===== config.mk =====
export PLATFORM = sky130hd
export DESIGN_NAME = lcd_top
export DESIGN_NICKNAME = d
export VERILOG_FILES = /design/src/logic/lcd_bus_pkg.sv /design/src/logic/lcd_timing_pkg.sv /design/src/logic/lcd_char_source.sv /design/src/logic/lcd_delay_timer.sv /design/src/logic/lcd_nibble_writer.sv /design/src/logic/lcd_sequencer.sv /design/src/logic/lcd_top.sv
export SDC_FILE = /design/constraint.sdc
export NUM_CORES = 1
export LEC_CHECK = 0
export ABC_CLOCK_PERIOD_IN_PS = 2700
export BUFFER_PORTS_ARGS = -buffer_cell sky130_fd_sc_hd__buf_2
export CAP_MARGIN = 20
export CORE_MARGIN = 10
export CORE_UTILIZATION = 45
export DETAILED_ROUTE_END_ITERATION = 12
export GPL_ROUTABILITY_DRIVEN = 0
export GPL_TIMING_DRIVEN = 0
export PLACE_DENSITY_LB_ADDON = 0.25
export RECOVER_POWER = 25
export SLEW_MARGIN = 20
export SYNTH_ARGS = -nofsm -noshare
export SYNTH_HDL_FRONTEND = slang
export SYNTH_HIERARCHICAL = 1
export SYNTH_SLANG_ARGS = --single-unit

===== constraint.sdc =====
create_clock -name clk_270k -period 2.7 [get_ports clk_270k]
set_input_delay 0.135 -clock clk_270k [delete_from_list [all_inputs] [get_ports clk_270k]]
set_output_delay 0.135 -clock clk_270k [all_outputs]
set_load 0.02 [all_outputs]

===== src/logic/lcd_bus_pkg.sv =====
/*
 * LCD bus definitions
 * Pin types for the 4-bit HD44780 bus, the command that the sequencer
 * hands to the nibble writer, and the instruction codes used by the
 * init sequence and the refresh loop.
 */
package lcd_bus_pkg;

	typedef logic [3:0] lcd_nibble_t;	// d7..d4
	typedef logic [7:0] lcd_byte_t;
	typedef logic [3:0] char_pos_t;		// 0..9 within a line

	// one transfer request
	typedef struct packed {
		logic rs;		// 1 = data, 0 = instruction
		logic nibble_only;	// upper nibble only
		lcd_byte_t code;
	} lcd_cmd_t;

	// init nibbles, sent on d7..d4 while the LCD is still in 8-bit mode
	localparam lcd_nibble_t cmd_init_nibble = 4'h3;
	localparam lcd_nibble_t cmd_4bit_nibble = 4'h2;

	localparam lcd_byte_t cmd_function_set = 8'h28;	// 4-bit, 2 lines, 5x8
	localparam lcd_byte_t cmd_display_on = 8'h0f;	// display, cursor, blink
	localparam lcd_byte_t cmd_clear = 8'h01;
	localparam lcd_byte_t cmd_entry_mode = 8'h06;	// increment, no shift
	localparam lcd_byte_t cmd_return_home = 8'h02;
	localparam lcd_byte_t cmd_line2_addr = 8'hc0;	// set DDRAM addr 40h

	// "0x" plus eight hex digits
	localparam int line_chars = 10;

	// hex digit to ascii: value plus base
	localparam lcd_byte_t ascii_digit_base = 8'h30;	// '0'
	localparam lcd_byte_t ascii_letter_base = 8'h37;	// 'A' - 10

endpackage


===== src/logic/lcd_timing_pkg.sv =====
/*
 * LCD timing definitions
 * Wait selection shared by the sequencer and the delay timer, and the
 * counter type that holds one wait length in clk_270k cycles.
 */
package lcd_timing_pkg;

	// one wait length, up to ~0.97 s at 270 kHz
	typedef logic [17:0] timer_count_t;

	// every wait the sequencer can request
	typedef enum logic [2:0] {
		dly_power_on,	// after power up, before the first nibble
		dly_4_1ms,	// after the first init nibble
		dly_100us,	// after the second init nibble
		dly_37us,	// normal instruction / data write
		dly_1_52ms,	// clear and return home
		dly_refresh	// pause between two passes
	} delay_sel_t;

endpackage


===== src/logic/lcd_char_source.sv =====
/*
 * LCD character source
 * Takes a snapshot of both input words on snap and turns the current
 * line and position into an ASCII code: "0x" then eight hex digits,
 * most significant nibble first.
 */
`timescale 1ns/1ps

module lcd_char_source
	import lcd_bus_pkg::*;
(
	input logic clk_270k,
	input logic rst,
	input logic snap,
	input logic line_sel,
	input char_pos_t char_pos,
	input logic [31:0] word_a,
	input logic [31:0] word_b,
	output lcd_byte_t char_code
);

	logic [31:0] snap_a;
	logic [31:0] snap_b;
	logic [31:0] sel_word;
	logic [31:0] nib_shift;
	lcd_nibble_t digit;

	// one pass never mixes old and new digits
	always_ff @(posedge clk_270k) begin
		if (rst) begin
			snap_a <= '0;
			snap_b <= '0;
		end else if (snap) begin
			snap_a <= word_a;
			snap_b <= word_b;
		end
	end

	always_comb begin
		sel_word = line_sel ? snap_b : snap_a;
		nib_shift = sel_word << {4'(char_pos - 4'd2), 2'b00};	// pos 2 = top nibble
		digit = nib_shift[31:28];
		case (char_pos)
			4'd0: char_code = "0";
			4'd1: char_code = "x";
			default: begin
				if (digit < 4'd10)
					char_code = ascii_digit_base + {4'h0, digit};
				else
					char_code = ascii_letter_base + {4'h0, digit};
			end
		endcase
	end

endmodule


===== src/logic/lcd_delay_timer.sv =====
/*
 * LCD delay timer
 * Single loadable down-counter for every wait of the sequencer.
 * dly_done pulses exactly N cycles after dly_start, N being the
 * length picked by dly_sel. A new start while busy reloads it.
 */
`timescale 1ns/1ps

module lcd_delay_timer
	import lcd_timing_pkg::*;
#(
	parameter timer_count_t t_power_on = 18'd10800,
	parameter timer_count_t t_4_1ms = 18'd1108,
	parameter timer_count_t t_100us = 18'd27,
	parameter timer_count_t t_37us = 18'd10,
	parameter timer_count_t t_1_52ms = 18'd411,
	parameter timer_count_t t_refresh = 18'd135000
) (
	input logic clk_270k,
	input logic rst,
	input logic dly_start,
	input delay_sel_t dly_sel,
	output logic dly_done
);

	timer_count_t load_len;
	timer_count_t count;
	logic active;

	always_comb begin
		case (dly_sel)
			dly_power_on: load_len = t_power_on;
			dly_4_1ms: load_len = t_4_1ms;
			dly_100us: load_len = t_100us;
			dly_1_52ms: load_len = t_1_52ms;
			dly_refresh: load_len = t_refresh;
			default: load_len = t_37us;
		endcase
	end

	always_ff @(posedge clk_270k) begin
		if (rst) begin
			active <= 1'b0;
			count <= '0;
		end else if (dly_start) begin
			active <= 1'b1;
			count <= load_len - timer_count_t'(1);	// done lands on cycle N
		end else if (active) begin
			if (count == '0)
				active <= 1'b0;
			else
				count <= count - timer_count_t'(1);
		end
	end

	assign dly_done = active && (count == '0);

endmodule


===== src/logic/lcd_nibble_writer.sv =====
/*
 * LCD nibble writer
 * Puts one command on the 4-bit bus: setup cycle, e high for
 * e_high_cycles, one hold cycle. A full byte goes out as upper then
 * lower nibble. wr_done marks the hold cycle of the last nibble.
 */
`timescale 1ns/1ps

module lcd_nibble_writer
	import lcd_bus_pkg::*;
#(
	parameter int unsigned e_high_cycles = 1
) (
	input logic clk_270k,
	input logic rst,
	input logic wr_start,
	input lcd_cmd_t wr_cmd,
	output logic wr_done,
	output logic e,
	output logic rs,
	output lcd_nibble_t data
);

	localparam int e_cnt_w = (e_high_cycles > 1) ? $clog2(e_high_cycles) : 1;

	typedef enum logic [1:0] {st_idle, st_setup, st_strobe, st_hold} wr_state_t;

	wr_state_t state;
	logic low_pending;	// lower nibble still to send
	logic [e_cnt_w-1:0] e_cnt;

	always_ff @(posedge clk_270k) begin
		if (rst) begin
			state <= st_idle;
			low_pending <= 1'b0;
			e_cnt <= '0;
			wr_done <= 1'b0;
			e <= 1'b0;
			rs <= 1'b0;
			data <= '0;
		end else begin
			wr_done <= 1'b0;
			case (state)
				st_idle: if (wr_start) begin
					state <= st_setup;
					rs <= wr_cmd.rs;
					data <= wr_cmd.code[7:4];	// upper nibble first
					low_pending <= !wr_cmd.nibble_only;
				end
				st_setup: begin
					state <= st_strobe;
					e <= 1'b1;
					e_cnt <= '0;
				end
				st_strobe: begin
					if (e_cnt == e_cnt_w'(e_high_cycles - 1)) begin
						state <= st_hold;
						e <= 1'b0;
						wr_done <= !low_pending;	// last nibble
					end else begin
						e_cnt <= e_cnt + 1'b1;
					end
				end
				st_hold: begin
					if (low_pending) begin
						state <= st_setup;
						data <= wr_cmd.code[3:0];
						low_pending <= 1'b0;
					end else begin
						state <= st_idle;
						rs <= 1'b0;	// park the bus
						data <= '0;
					end
				end
				default: state <= st_idle;
			endcase
		end
	end

endmodule


===== src/logic/lcd_sequencer.sv =====
/*
 * LCD sequencer
 * Power-on wait and 4-bit init sequence, then the endless refresh
 * loop: line 1, line-2 address, line 2, refresh wait, return home.
 * Every transfer is followed by a timed wait, no busy-flag polling.
 * Also owns the character position and the line select.
 */
`timescale 1ns/1ps

module lcd_sequencer
	import lcd_timing_pkg::*;
	import lcd_bus_pkg::*;
(
	input logic clk_270k,
	input logic rst,
	input logic wr_done,
	input logic dly_done,
	input lcd_byte_t char_code,
	output logic wr_start,
	output logic dly_start,
	output logic snap,
	output logic line_sel,
	output lcd_cmd_t wr_cmd,
	output delay_sel_t dly_sel,
	output char_pos_t char_pos
);

	typedef enum logic [3:0] {
		s_power, s_init1, s_init2, s_init3, s_4bit,
		s_func, s_disp, s_clear, s_entry,
		s_line1, s_addr2, s_line2, s_home
	} step_t;

	// boot issues the power-on wait, the rest loop per transfer
	typedef enum logic [1:0] {ph_boot, ph_start, ph_write, ph_wait} phase_t;

	step_t step;
	phase_t phase;
	logic last_char;

	assign last_char = (char_pos == char_pos_t'(line_chars - 1));

	assign wr_start = (phase == ph_start);
	assign dly_start = (phase == ph_boot) || ((phase == ph_write) && wr_done);

	// new words only at the start of a pass
	assign snap = (phase == ph_wait) && dly_done && (step == s_entry || step == s_home);

	// wait that follows the current step
	always_comb begin
		case (step)
			s_power: dly_sel = dly_power_on;
			s_init1: dly_sel = dly_4_1ms;
			s_init2: dly_sel = dly_100us;
			s_clear, s_home: dly_sel = dly_1_52ms;
			s_line2: dly_sel = last_char ? dly_refresh : dly_37us;
			default: dly_sel = dly_37us;
		endcase
	end

	always_comb begin
		wr_cmd.rs = 1'b0;
		wr_cmd.nibble_only = 1'b0;
		wr_cmd.code = '0;
		case (step)
			s_init1, s_init2, s_init3: begin
				wr_cmd.nibble_only = 1'b1;
				wr_cmd.code = {cmd_init_nibble, 4'h0};
			end
			s_4bit: begin
				wr_cmd.nibble_only = 1'b1;
				wr_cmd.code = {cmd_4bit_nibble, 4'h0};
			end
			s_func: wr_cmd.code = cmd_function_set;
			s_disp: wr_cmd.code = cmd_display_on;
			s_clear: wr_cmd.code = cmd_clear;
			s_entry: wr_cmd.code = cmd_entry_mode;
			s_addr2: wr_cmd.code = cmd_line2_addr;
			s_home: wr_cmd.code = cmd_return_home;
			s_line1, s_line2: begin
				wr_cmd.rs = 1'b1;	// character write
				wr_cmd.code = char_code;
			end
			default: wr_cmd.code = '0;
		endcase
	end

	always_ff @(posedge clk_270k) begin
		if (rst) begin
			phase <= ph_boot;
			step <= s_power;
			char_pos <= '0;
			line_sel <= 1'b0;
		end else begin
			case (phase)
				ph_boot: phase <= ph_wait;
				ph_start: phase <= ph_write;
				ph_write: if (wr_done) phase <= ph_wait;
				ph_wait: if (dly_done) begin
					phase <= ph_start;
					case (step)
						s_power: step <= s_init1;
						s_init1: step <= s_init2;
						s_init2: step <= s_init3;
						s_init3: step <= s_4bit;
						s_4bit: step <= s_func;
						s_func: step <= s_disp;
						s_disp: step <= s_clear;
						s_clear: step <= s_entry;
						s_entry, s_home: begin	// new pass
							step <= s_line1;
							char_pos <= '0;
							line_sel <= 1'b0;
						end
						s_line1: begin
							if (last_char)
								step <= s_addr2;
							else
								char_pos <= char_pos + 1'b1;
						end
						s_addr2: begin
							step <= s_line2;
							char_pos <= '0;
							line_sel <= 1'b1;
						end
						s_line2: begin
							if (last_char)
								step <= s_home;	// after the refresh wait
							else
								char_pos <= char_pos + 1'b1;
						end
						default: step <= s_power;
					endcase
				end
				default: phase <= ph_boot;
			endcase
		end
	end

endmodule


===== src/logic/lcd_top.sv =====
/*
 * LCD controller top
 * HD44780 character display on a write-only 4-bit bus. Shows word_a
 * on line 1 and word_b on line 2 as hex, refreshed continuously.
 * Wait lengths are in clk_270k cycles.
 */
`timescale 1ns/1ps

module lcd_top
	import lcd_timing_pkg::*;
	import lcd_bus_pkg::*;
#(
	parameter timer_count_t t_power_on = 18'd10800,	// 40 ms
	parameter timer_count_t t_4_1ms = 18'd1108,
	parameter timer_count_t t_100us = 18'd27,
	parameter timer_count_t t_37us = 18'd10,
	parameter timer_count_t t_1_52ms = 18'd411,
	parameter timer_count_t t_refresh = 18'd135000,	// 500 ms
	parameter int unsigned e_high_cycles = 1
) (
	input logic clk_270k,
	input logic rst,
	input logic [31:0] word_a,
	input logic [31:0] word_b,
	output logic e,
	output logic rs,
	output lcd_nibble_t data
);

	lcd_cmd_t wr_cmd;
	logic wr_start, wr_done;
	logic dly_start, dly_done;
	delay_sel_t dly_sel;
	logic snap, line_sel;
	char_pos_t char_pos;
	lcd_byte_t char_code;

	lcd_sequencer seq_i (
		.clk_270k, .rst, .wr_done, .dly_done, .char_code,
		.wr_start, .dly_start, .snap, .line_sel, .wr_cmd, .dly_sel, .char_pos
	);

	lcd_nibble_writer #(.e_high_cycles(e_high_cycles)) writer_i (
		.clk_270k, .rst, .wr_start, .wr_cmd, .wr_done, .e, .rs, .data
	);

	lcd_delay_timer #(
		.t_power_on(t_power_on), .t_4_1ms(t_4_1ms), .t_100us(t_100us),
		.t_37us(t_37us), .t_1_52ms(t_1_52ms), .t_refresh(t_refresh)
	) timer_i (
		.clk_270k, .rst, .dly_start, .dly_sel, .dly_done
	);

	lcd_char_source char_i (
		.clk_270k, .rst, .snap, .line_sel, .char_pos, .word_a, .word_b, .char_code
	);

endmodule


# Yosys cells after proc, flatten, opt, wreduce, memory -nomap -nowiden
# Cells that the tools add are included.
[op_classes]
n_addsub = 7
bitwise_logic = 1
muxes = 40
n_eq_ne = 33
order_cmp = 1
n_shift = 1
reduce_logical = 35
[op_table]
columns = ["op", "count"]
rows = [
  ["$pmux 18 s5", 1],
  ["$pmux 8 s9", 1],
  ["$mux 18", 3],
  ["$pmux 4 s12", 1],
  ["$sub 18x1->18 const B", 2],
  ["$mux 32", 1],
  ["$shl 32x6->32", 1],
  ["$eq 4x4->1 const B", 6],
  ["$mux 4", 5],
  ["$logic_not 18->1", 1],
  ["$eq 4x3->1 const B", 4],
  ["$pmux 2 s4", 2],
  ["$pmux 4 s2", 2],
  ["$pmux 8 s2", 1],
  ["$pmux 3 s5", 1],
  ["$add 6x4->7 const A", 2],
  ["$mux 1", 11],
  ["$ne 2x2->1 const B", 5],
  ["$pmux 1 s2", 5],
  ["$reduce_and 2->1", 5],
  ["$reduce_bool 2->1", 5],
  ["$reduce_or 3->1", 3],
  ["$eq 2x2->1 const B", 4],
  ["$eq 4x1->1 const B", 2],
  ["24 further kinds", 44],
]
[word_totals]
register_bits = 105
elab_cells = 133

# Longest topological paths before layout
# Gate-level depths: netlist of run 1.
[logic_depth]
depth_word = 8
mapped_depth = 16
ltp_nobuf = 14

# Cells and area by module
# The synthesis of run 1 kept the hierarchy.
[by_module_without_submodules]
columns = ["module", "area_per_inst_um2", "cells_per_inst", "n_inst"]
rows = [
  ["lcd_char_source", 2982.9, 285, 1],
  ["lcd_delay_timer", 1239.9, 162, 1],
  ["lcd_sequencer", 865.8, 118, 1],
  ["lcd_nibble_writer", 505.5, 55, 1],
]

# Worst setup path after synthesis of run 1
# OpenSTA, ideal clock, no wires.
[synth_timing]
path_kind = "register to register"
start = "register timer_i.count[5]"
end = "register char_i.snap_a[10]"
stages_incl_launch_ff = 11
arrival_ns = 2.815
slack_ns = -0.243
setup_time_ns = 0.128
cell_sequence = "dfxtp_1 -> nor4_4 -> and4_1 -> buf_2 -> and3_1 -> nand4_1 -> nor3_1 -> clkbuf_1 -> buf_1 -> mux2i_1 -> nor2_1"
[synth_via]
elab_chain_cells = 4
[synth_lines]
columns = ["item", "line", "text"]
rows = [
  ["start, declared", "lcd_delay_timer.sv:27", "timer_count_t count;"],
  ["start signal, assigned", "lcd_delay_timer.sv:47", "count <= load_len - timer_count_t'(1);"],
  ["start signal, assigned", "lcd_delay_timer.sv:52", "count <= count - timer_count_t'(1);"],
  ["$logic_not 18->1", "lcd_delay_timer.sv:56", "assign dly_done = active && (count == '0);"],
  ["$logic_and 1x1->1", "lcd_delay_timer.sv:56", ""],
  ["named net dly_done", "lcd_top.sv:32", "logic dly_start, dly_done;"],
  ["$logic_and 1x1->1 (2 in series)", "lcd_sequencer.sv:47", "assign snap = (phase == ph_wait) && dly_done && (step == s_entry || step == s_home);"],
  ["named net snap", "lcd_top.sv:34", "logic snap, line_sel;"],
  ["end signal, assigned", "lcd_char_source.sv:34", "snap_a <= word_a;"],
  ["end, declared", "lcd_char_source.sv:22", "logic [31:0] snap_a;"],
]
# The timed path passes the listed nets, and every way through them passes these cells.
# A chain may end at the register's enable or synchronous reset.

==> results of run 1 <==
==> registers in the layout, indices dropped and copies added, names as in the netlist <==
name	cells
writer_i/e	1
writer_i/low_pending	1
seq_i/phase	2
writer_i/wr_done	1
seq_i/step	4
writer_i/state	2
char_i/snap_b	32
char_i/snap_a	32
writer_i/rs	1
seq_i/line_sel	1
timer_i/active	1
seq_i/char_pos	4
writer_i/data	4
timer_i/count	18
==> logic make-up (layout without fill, tap and decap cells) <==
kind of cell,after synthesis,count (layout),synth area share (%)
XOR/XNOR,8,8,1.25
other,1,1,0.0670
flip-flops,104,104,37.2
buffers and inverters,63,182,5.21
AO/OA/AOI/OAI,123,123,15.4
AND/OR/NAND/NOR,216,216,19.1
multiplexers,95,95,19.4
adder cells (fa/ha/maj),10,10,2.24
==> stage by stage <==
stage,hold slack [ns],util (%)
finish,0.0101,58.1
global placement,0.369,51.1
detailed placement,0.376,51.1
floorplan,0.282,-
global route,0.0146,58.1
CTS,0.00759,55.9
==> power by group through the flow <==
stage,registers [W],clock network [W],logic (W)
after floorplan,0.00176,0,0.000561
after global placement,0.00176,0,0.000767
after detailed placement,0.00177,0,0.000798
after CTS,0.00173,0.00133,0.000854
after global routing,0.00176,0.00139,0.000994
final,0.00174,0.00131,0.000906
==> layout make-up <==
class	count	share of cell area [%]
plain buffers	40	4.04
well taps	168	2.99
clock inverters	5	0.694
multi-input cells	453	49.4
inverters	22	1.23
clock buffers	11	3.45
repair buffers	104	8.52
flip-flops and latches	104	29.7
==> timing repair <==
item / in CTS / in global routing
setup buffers: 16 / 16
endpoints found under the setup margin: 76 / 72
pin swaps: 11 / 17
resized for setup: 49 / 53
gates cloned: 0 / 1
==> worst register-to-register path: cells and delay by family (launching register included) <==
kind,cells,cell delay (ns)
compound gates,6,1.16
flops,1,0.38
simple gates,5,0.64
buf+inv,3,0.38
fa+ha+maj,1,0.20
==> cell usage after synthesis (4+ instances only) <==
cell,instances
or2_2,4
nor2b_1,15
buf_2,5
o32ai_1,4
ha_1,10
nand4_1,6
buf_4,4
a211oi_1,9
a21oi_1,24
o22ai_1,4
nor4_1,5
buf_1,5
nand2_1,37
or3_1,4
dfxtp_1,104
a311oi_1,7
nand4b_1,4
clkbuf_1,23
a22oi_1,10
nor2_1,91
mux4_1,6
xor2_1,4
xnor2_1,4
inv_1,21
nand3b_1,4
nand3_1,7
a32o_1,5
nor3_1,18
o21ai_0,22
mux2i_1,85
==> worst paths after layout <==
path / endpoint / slack [ns]
worst max-delay path: writer_i/data[0]$_SDFFE_PP0P_ / -0.20
worst min-delay path: char_i/snap_a[23]$_SDFFE_PP0P_ / 0.01
worst max register to register: writer_i/data[0]$_SDFFE_PP0P_ / -0.20
worst min register to register: char_i/snap_a[12]$_SDFFE_PP0P_ / 0.50
==> per-layer routing <==
| layer | up-vias | track usage [%] |
|---|---|---|
| met5 | - | 0 |
| met2 | 180 | 29.1 |
| li1 | 2462 | - |
| met3 | 21 | 4.34 |
| met1 | 2465 | 20.6 |
| met4 | 0 | 5.19 |
==> run metrics, run 1 <==
CTS Hold Bufs 0; clk_skew between 0.01 and 0.015 ns; # DRC 0; Clock transition at path regs ~0.080 ns; area share of the largest cell type after synthesis 37.2%; EDFF count, synth 0; hold violation count in the final report 0; hold path depth 3; Post-Route WL 15700 um; kind of critical path flip-flop to flip-flop; vias in the first global route a little over 5000; failing checks setup timing; layout cell share with drive strength beyond 1 between 20% and 30%; Clk Latency, worst-skew pair approximately 0.36 ns; layout filler cell count roughly 1100; Syn. warnings 6; Internal ~0.0027 W; Slew headroom about 35%; WL per Instance ~17 um; Fmax 0.345 GHz; Storage cell area roughly 2100 um^2; Clk pwr share roughly a third; I/O Buffers 71; total power just under 0.004 W; logic depth of the worst path, buffers included 15; DIE AREA 17300 um^2; commonest cells after routing, fill and taps aside 100 x dfxtp_1, 91 x nor2_1, 83 x mux2i_1; hpwl dp about 11000 um; WP data required about 2.9 ns; Sw Share 32.1%; met2 wire len between 7000 and 8000 um; TritonCTS Sinks 104; WL met3 between 1000 and 1500 um; min cycle time layout around 2.9 ns; Peak VDD IR between 0.0003 and 0.0004 V; worst-case reg-to-reg path depth 15; initial antenna violation count 0; worst-path maximum fanout 7; worst reg2reg startpoint seq_i/char_pos[0]$_SDFFE_PP0P_; Starting Density ~46%; Total Routing Usage GR between 10% and 20%; Synth area leader dfxtp_1; Area contributors post-synth dfxtp_1 37%, mux2i_1 15%, nor2_1 6.1%; Net Count, Synth around 700; FP Rows 40; Netlist Area Pre-Place 5590 um^2; Worst EP arrival slightly above 3 ns; Pwr Density around 560 nW/um^2; CTS max path bufs 2; # diodes 0; cell area after layout 7030 um^2; CTS tree done; crit start category flip-flop; switching pwr about 0.0013 W; final setup fails 7; Slew @ Worst Pin approximately 0.96 ns; final-stage net count 810; vias per cell roughly 5.7; cells after synthesis between 600 and 700; Critical Path Max Stage Delay approximately 0.38 ns; Primary FF master, synth dfxtp_1; gr ovfl total 0; outcome finished with violations; core box area 12100 um^2; Cell Count, Final, Fillers Out 907; CTS H-Tree Depth 3; largest net degree at the start of global routing 19; Yosys cell types 72; Top Metal Used met4; #FFs+latches synth roughly 100; Worst Hold Class primary input to flip-flop; Syn Area/Cell ~9 um^2; most common cell after layout, fill and taps aside dfxtp_1; first-pass GRT wire length between 20000 and 25000 um; sequential-to-total area share from yosys stat between 30% and 40%; Multi-input gate area between 3000 and 4000 um^2; worst slack at placement -0.530 ns; CP bufs+invs 3; fin crit share 107%; crit path max-delay cell type dfxtp_4; M1 wire length 6620 um; CP endpoint kind flip-flop; remaining antenna violation count after routing 0; final setup margin -0.198 ns; area growth from synthesis to layout 25.7%; Synth async-reset ratio 0%; CP delay by family, top compound AO/OA/AOI/OAI gates; DR vias approximately 5000; CTS root buf clkbuf_16; Flop pwr share between 40% and 50%; Leakage 2.60 nW; Slew Limit Fails 0; DR pass1 iterations 5; part of the power in combinational logic between 20% and 30%; most frequent CP cell buf_8; Hold Crit Start word_a[23]; IO Count between 70 and 80; DIE WIDTH 131 um; Die H 131 um; crit-path cells buf_8, buf_8, buf_4, and2b_1, a221oi_1, a32o_2, nand2_4, ha_4, o21ai_2, nand2_1, o21ai_0, a21oi_1, nor2b_1, a311oi_1, nor3_1; CP startpoint seq_i/char_pos[0]$_SDFFE_PP0P_; starting DRC count in detailed routing 474; number of max-cap violations 0; RSZ-0062 raised after global routing yes; Setup Total Neg Slack -0.653 ns; placed cells roughly 860; Placed Area 6190 um^2; cts bufs inserted 9
Power figures use the tool's default switching activity.
==> inputs of run 2 (changes only) <==
--- a/config.mk
+++ b/config.mk
@@ -8,8 +8,10 @@
 export ABC_CLOCK_PERIOD_IN_PS = 2700
 export BUFFER_PORTS_ARGS = -buffer_cell sky130_fd_sc_hd__buf_2
 export CAP_MARGIN = 20
+export CELL_PAD_IN_SITES_DETAIL_PLACEMENT = 0
+export CELL_PAD_IN_SITES_GLOBAL_PLACEMENT = 1
 export CORE_MARGIN = 10
-export CORE_UTILIZATION = 45
+export CORE_UTILIZATION = 40
 export DETAILED_ROUTE_END_ITERATION = 12
 export GPL_ROUTABILITY_DRIVEN = 0
 export GPL_TIMING_DRIVEN = 0
==> run 2 against run 1 <==
Net effect: the flow still finishes with violations (setup timing); setup slack got worse by 0.046 ns; via count is 0.59% lower; routed wire length grew 2.0%; largest cell class unchanged; cell count is 3.1% higher; combinational power up 6.7%; critical path depth did not move; sequential share of layout area is 0.54 points lower; maximum frequency fell by 1.6%; total power grew 1.1%; hold slack got worse by 0.0045 ns; count of clock-buffer cells in the layout decreased by 2; highest routed layer unchanged; cell area up 1.8%.
==> run metrics, run 2 (synthesized netlist as in run 1, its figures left out) <==
outcome finished with violations; failing checks setup timing; Clk Latency, worst-skew pair around 0.36 ns; first-pass GRT wire length ~26000 um; Leakage 2.68 nW; commonest cells after routing, fill and taps aside 101 x dfxtp_1, 91 x nor2_1, 84 x mux2i_1; CTS max path bufs 2; worst slack at placement -0.660 ns; vias in the first global route around 5100; Placed Area about 6200 um^2; layout filler cell count between 1000 and 1500; final setup fails slightly below 70; vias per cell 5.45; Hold Crit Start word_b[20]; CTS tree done; Slew Limit Fails 0; # diodes 0; Total Routing Usage GR ~16%; CTS H-Tree Depth 3; CP endpoint kind flip-flop; hold path depth 3; core box area roughly 14000 um^2; DR pass1 iterations 4; gr ovfl total 0; Clock transition at path regs around 0.07 ns; hold violation count in the final report 0; Multi-input gate area approximately 3400 um^2; # DRC 0; DIE WIDTH 138 um; cts bufs inserted 9; final-stage net count roughly 830; placed cells 871; worst-case reg-to-reg path depth 15; Worst Hold Class primary input to flip-flop; Post-Route WL between 15000 and 20000 um; DIE AREA approximately 19000 um^2; Setup Total Neg Slack -6.42 ns; hpwl dp approximately 12000 um; most common cell after layout, fill and taps aside dfxtp_1; largest registers char_i/snap_a: 32 flops, char_i/snap_b: 32 flops, timer_i/count: 18 flops; Fmax 0.340 GHz; RSZ-0062 raised after global routing yes; starting DRC count in detailed routing ~310; RR Endpoint timer_i/count[14]$_SDFFE_PP0P_; Peak VDD IR roughly 0.00042 V; DR vias just over 5000; final core utilization approximately half; largest net degree at the start of global routing 20; CTS root buf clkbuf_16; final setup margin -0.244 ns; area growth from synthesis to layout 27.9%; R2R Setup Slk -0.24 ns; Slew headroom around 45%; layout cell share with drive strength beyond 1 roughly 28%; fin crit share 109%; initial antenna violation count 0; WP data required 2.99 ns; Starting Density about 41%; Cell Count, Final, Fillers Out a little over 900; cell area after layout just over 7000 um^2; kind of critical path flip-flop to flip-flop; Storage cell area 2090 um^2; remaining antenna violation count after routing 0; FP Rows between 40 and 50; Worst EP arrival roughly 3.2 ns; min cycle time layout between 2 and 3 ns; I/O Buffers 71; WL per Instance 17.2 um; Pwr Density 559 nW/um^2; IO Count between 70 and 80; TritonCTS Sinks approximately 100; Slew @ Worst Pin roughly 0.82 ns; hold path endpoint char_i/snap_b[20]$_SDFFE_PP0P_; number of max-cap violations 0; crit start category flip-flop; Die H ~140 um; worst-path maximum fanout 5; clk_skew 0.0116 ns; worst reg2reg startpoint seq_i/char_pos[1]$_SDFFE_PP0P_
[run 2: layout make-up]
| class | count | share of cell area (%) |
|---|---|---|
| buffer | 40 | 3.81 |
| clock buffer | 9 | 3.15 |
| clock inverter | 7 | 0.857 |
| inverter | 22 | 1.26 |
| multi-input combinational | 453 | 48.1 |
| sequential | 104 | 29.2 |
| tap | 180 | 3.15 |
| timing repair buffer | 120 | 10.5 |
[run 2: stage by stage]
stage,power (W),hold slack [ns]
floorplan,0.00232,0.282
global placement,0.00255,0.371
detailed placement,0.00257,0.376
CTS,0.00397,0.0000104
global route,0.00419,0.0108
finish,0.00400,0.00566
[run 2: critical path: stages, from the launching register on]
cell and delay (ns):
dfxtp_2 0.34, inv_2 0.05, ha_4 0.15, nand3b_1 0.13, o21ai_2 0.09, a22oi_2 0.40
xnor2_2 0.15, nor3_1 0.06, a21oi_1 0.22, ha_2 0.23, buf_8 0.12, inv_6 0.03
nor3_4 0.14, nand4_1 0.22, or3_4 0.43, a21oi_2 0.13
[run 2: worst max-delay path by stage]
| stage | depth (start not counted) | from | end | slack [ns] |
|---|---|---|---|---|
| floorplan | 13 | seq_i/char_pos[0]$_SDFFE_PP0P_ | writer_i/data[2]$_SDFFE_PP0P_ | -0.001 |
| detailed placement | 15 | seq_i/step[3]$_SDFFE_PP0P_ | timer_i/count[14]$_SDFFE_PP0P_ | -0.66 |
| global route | 15 | seq_i/char_pos[1]$_SDFFE_PP0P_ | timer_i/count[14]$_SDFFE_PP0P_ | -0.45 |
| finish | 15 | seq_i/char_pos[1]$_SDFFE_PP0P_ | timer_i/count[14]$_SDFFE_PP0P_ | -0.24 |
| global placement | 15 | seq_i/step[3]$_SDFFE_PP0P_ | timer_i/count[14]$_SDFFE_PP0P_ | -0.57 |
| CTS | 14 | seq_i/char_pos[0]$_SDFFE_PP0P_ | timer_i/count[14]$_SDFFE_PP0P_ | -0.21 |
[run 2: where the power goes]
group | switching (W) | total (W) | internal (W)
clock | 0.000651 | 0.00130 | 0.000644
combinational | 0.000542 | 0.000967 | 0.000426
sequential | 0.000116 | 0.00174 | 0.00162
[run 2: layer usage]
layer	global-route usage [%]	share of wire (%)
met5	0	0
met4	4.77	1.5
met3	4.32	4.9
met2	28.5	50
met1	18.8	44
[run 2: timing repair]
item | CTS | global route
buffers inserted | 24 | 11
setup endpoints to repair | 76 | 73
hold buffers | 14 | 0
gates resized for setup | 64 | 23
endpoints found under the hold margin | 14 | 0
pin swaps | 21 | 15
gates cloned | 0 | 0
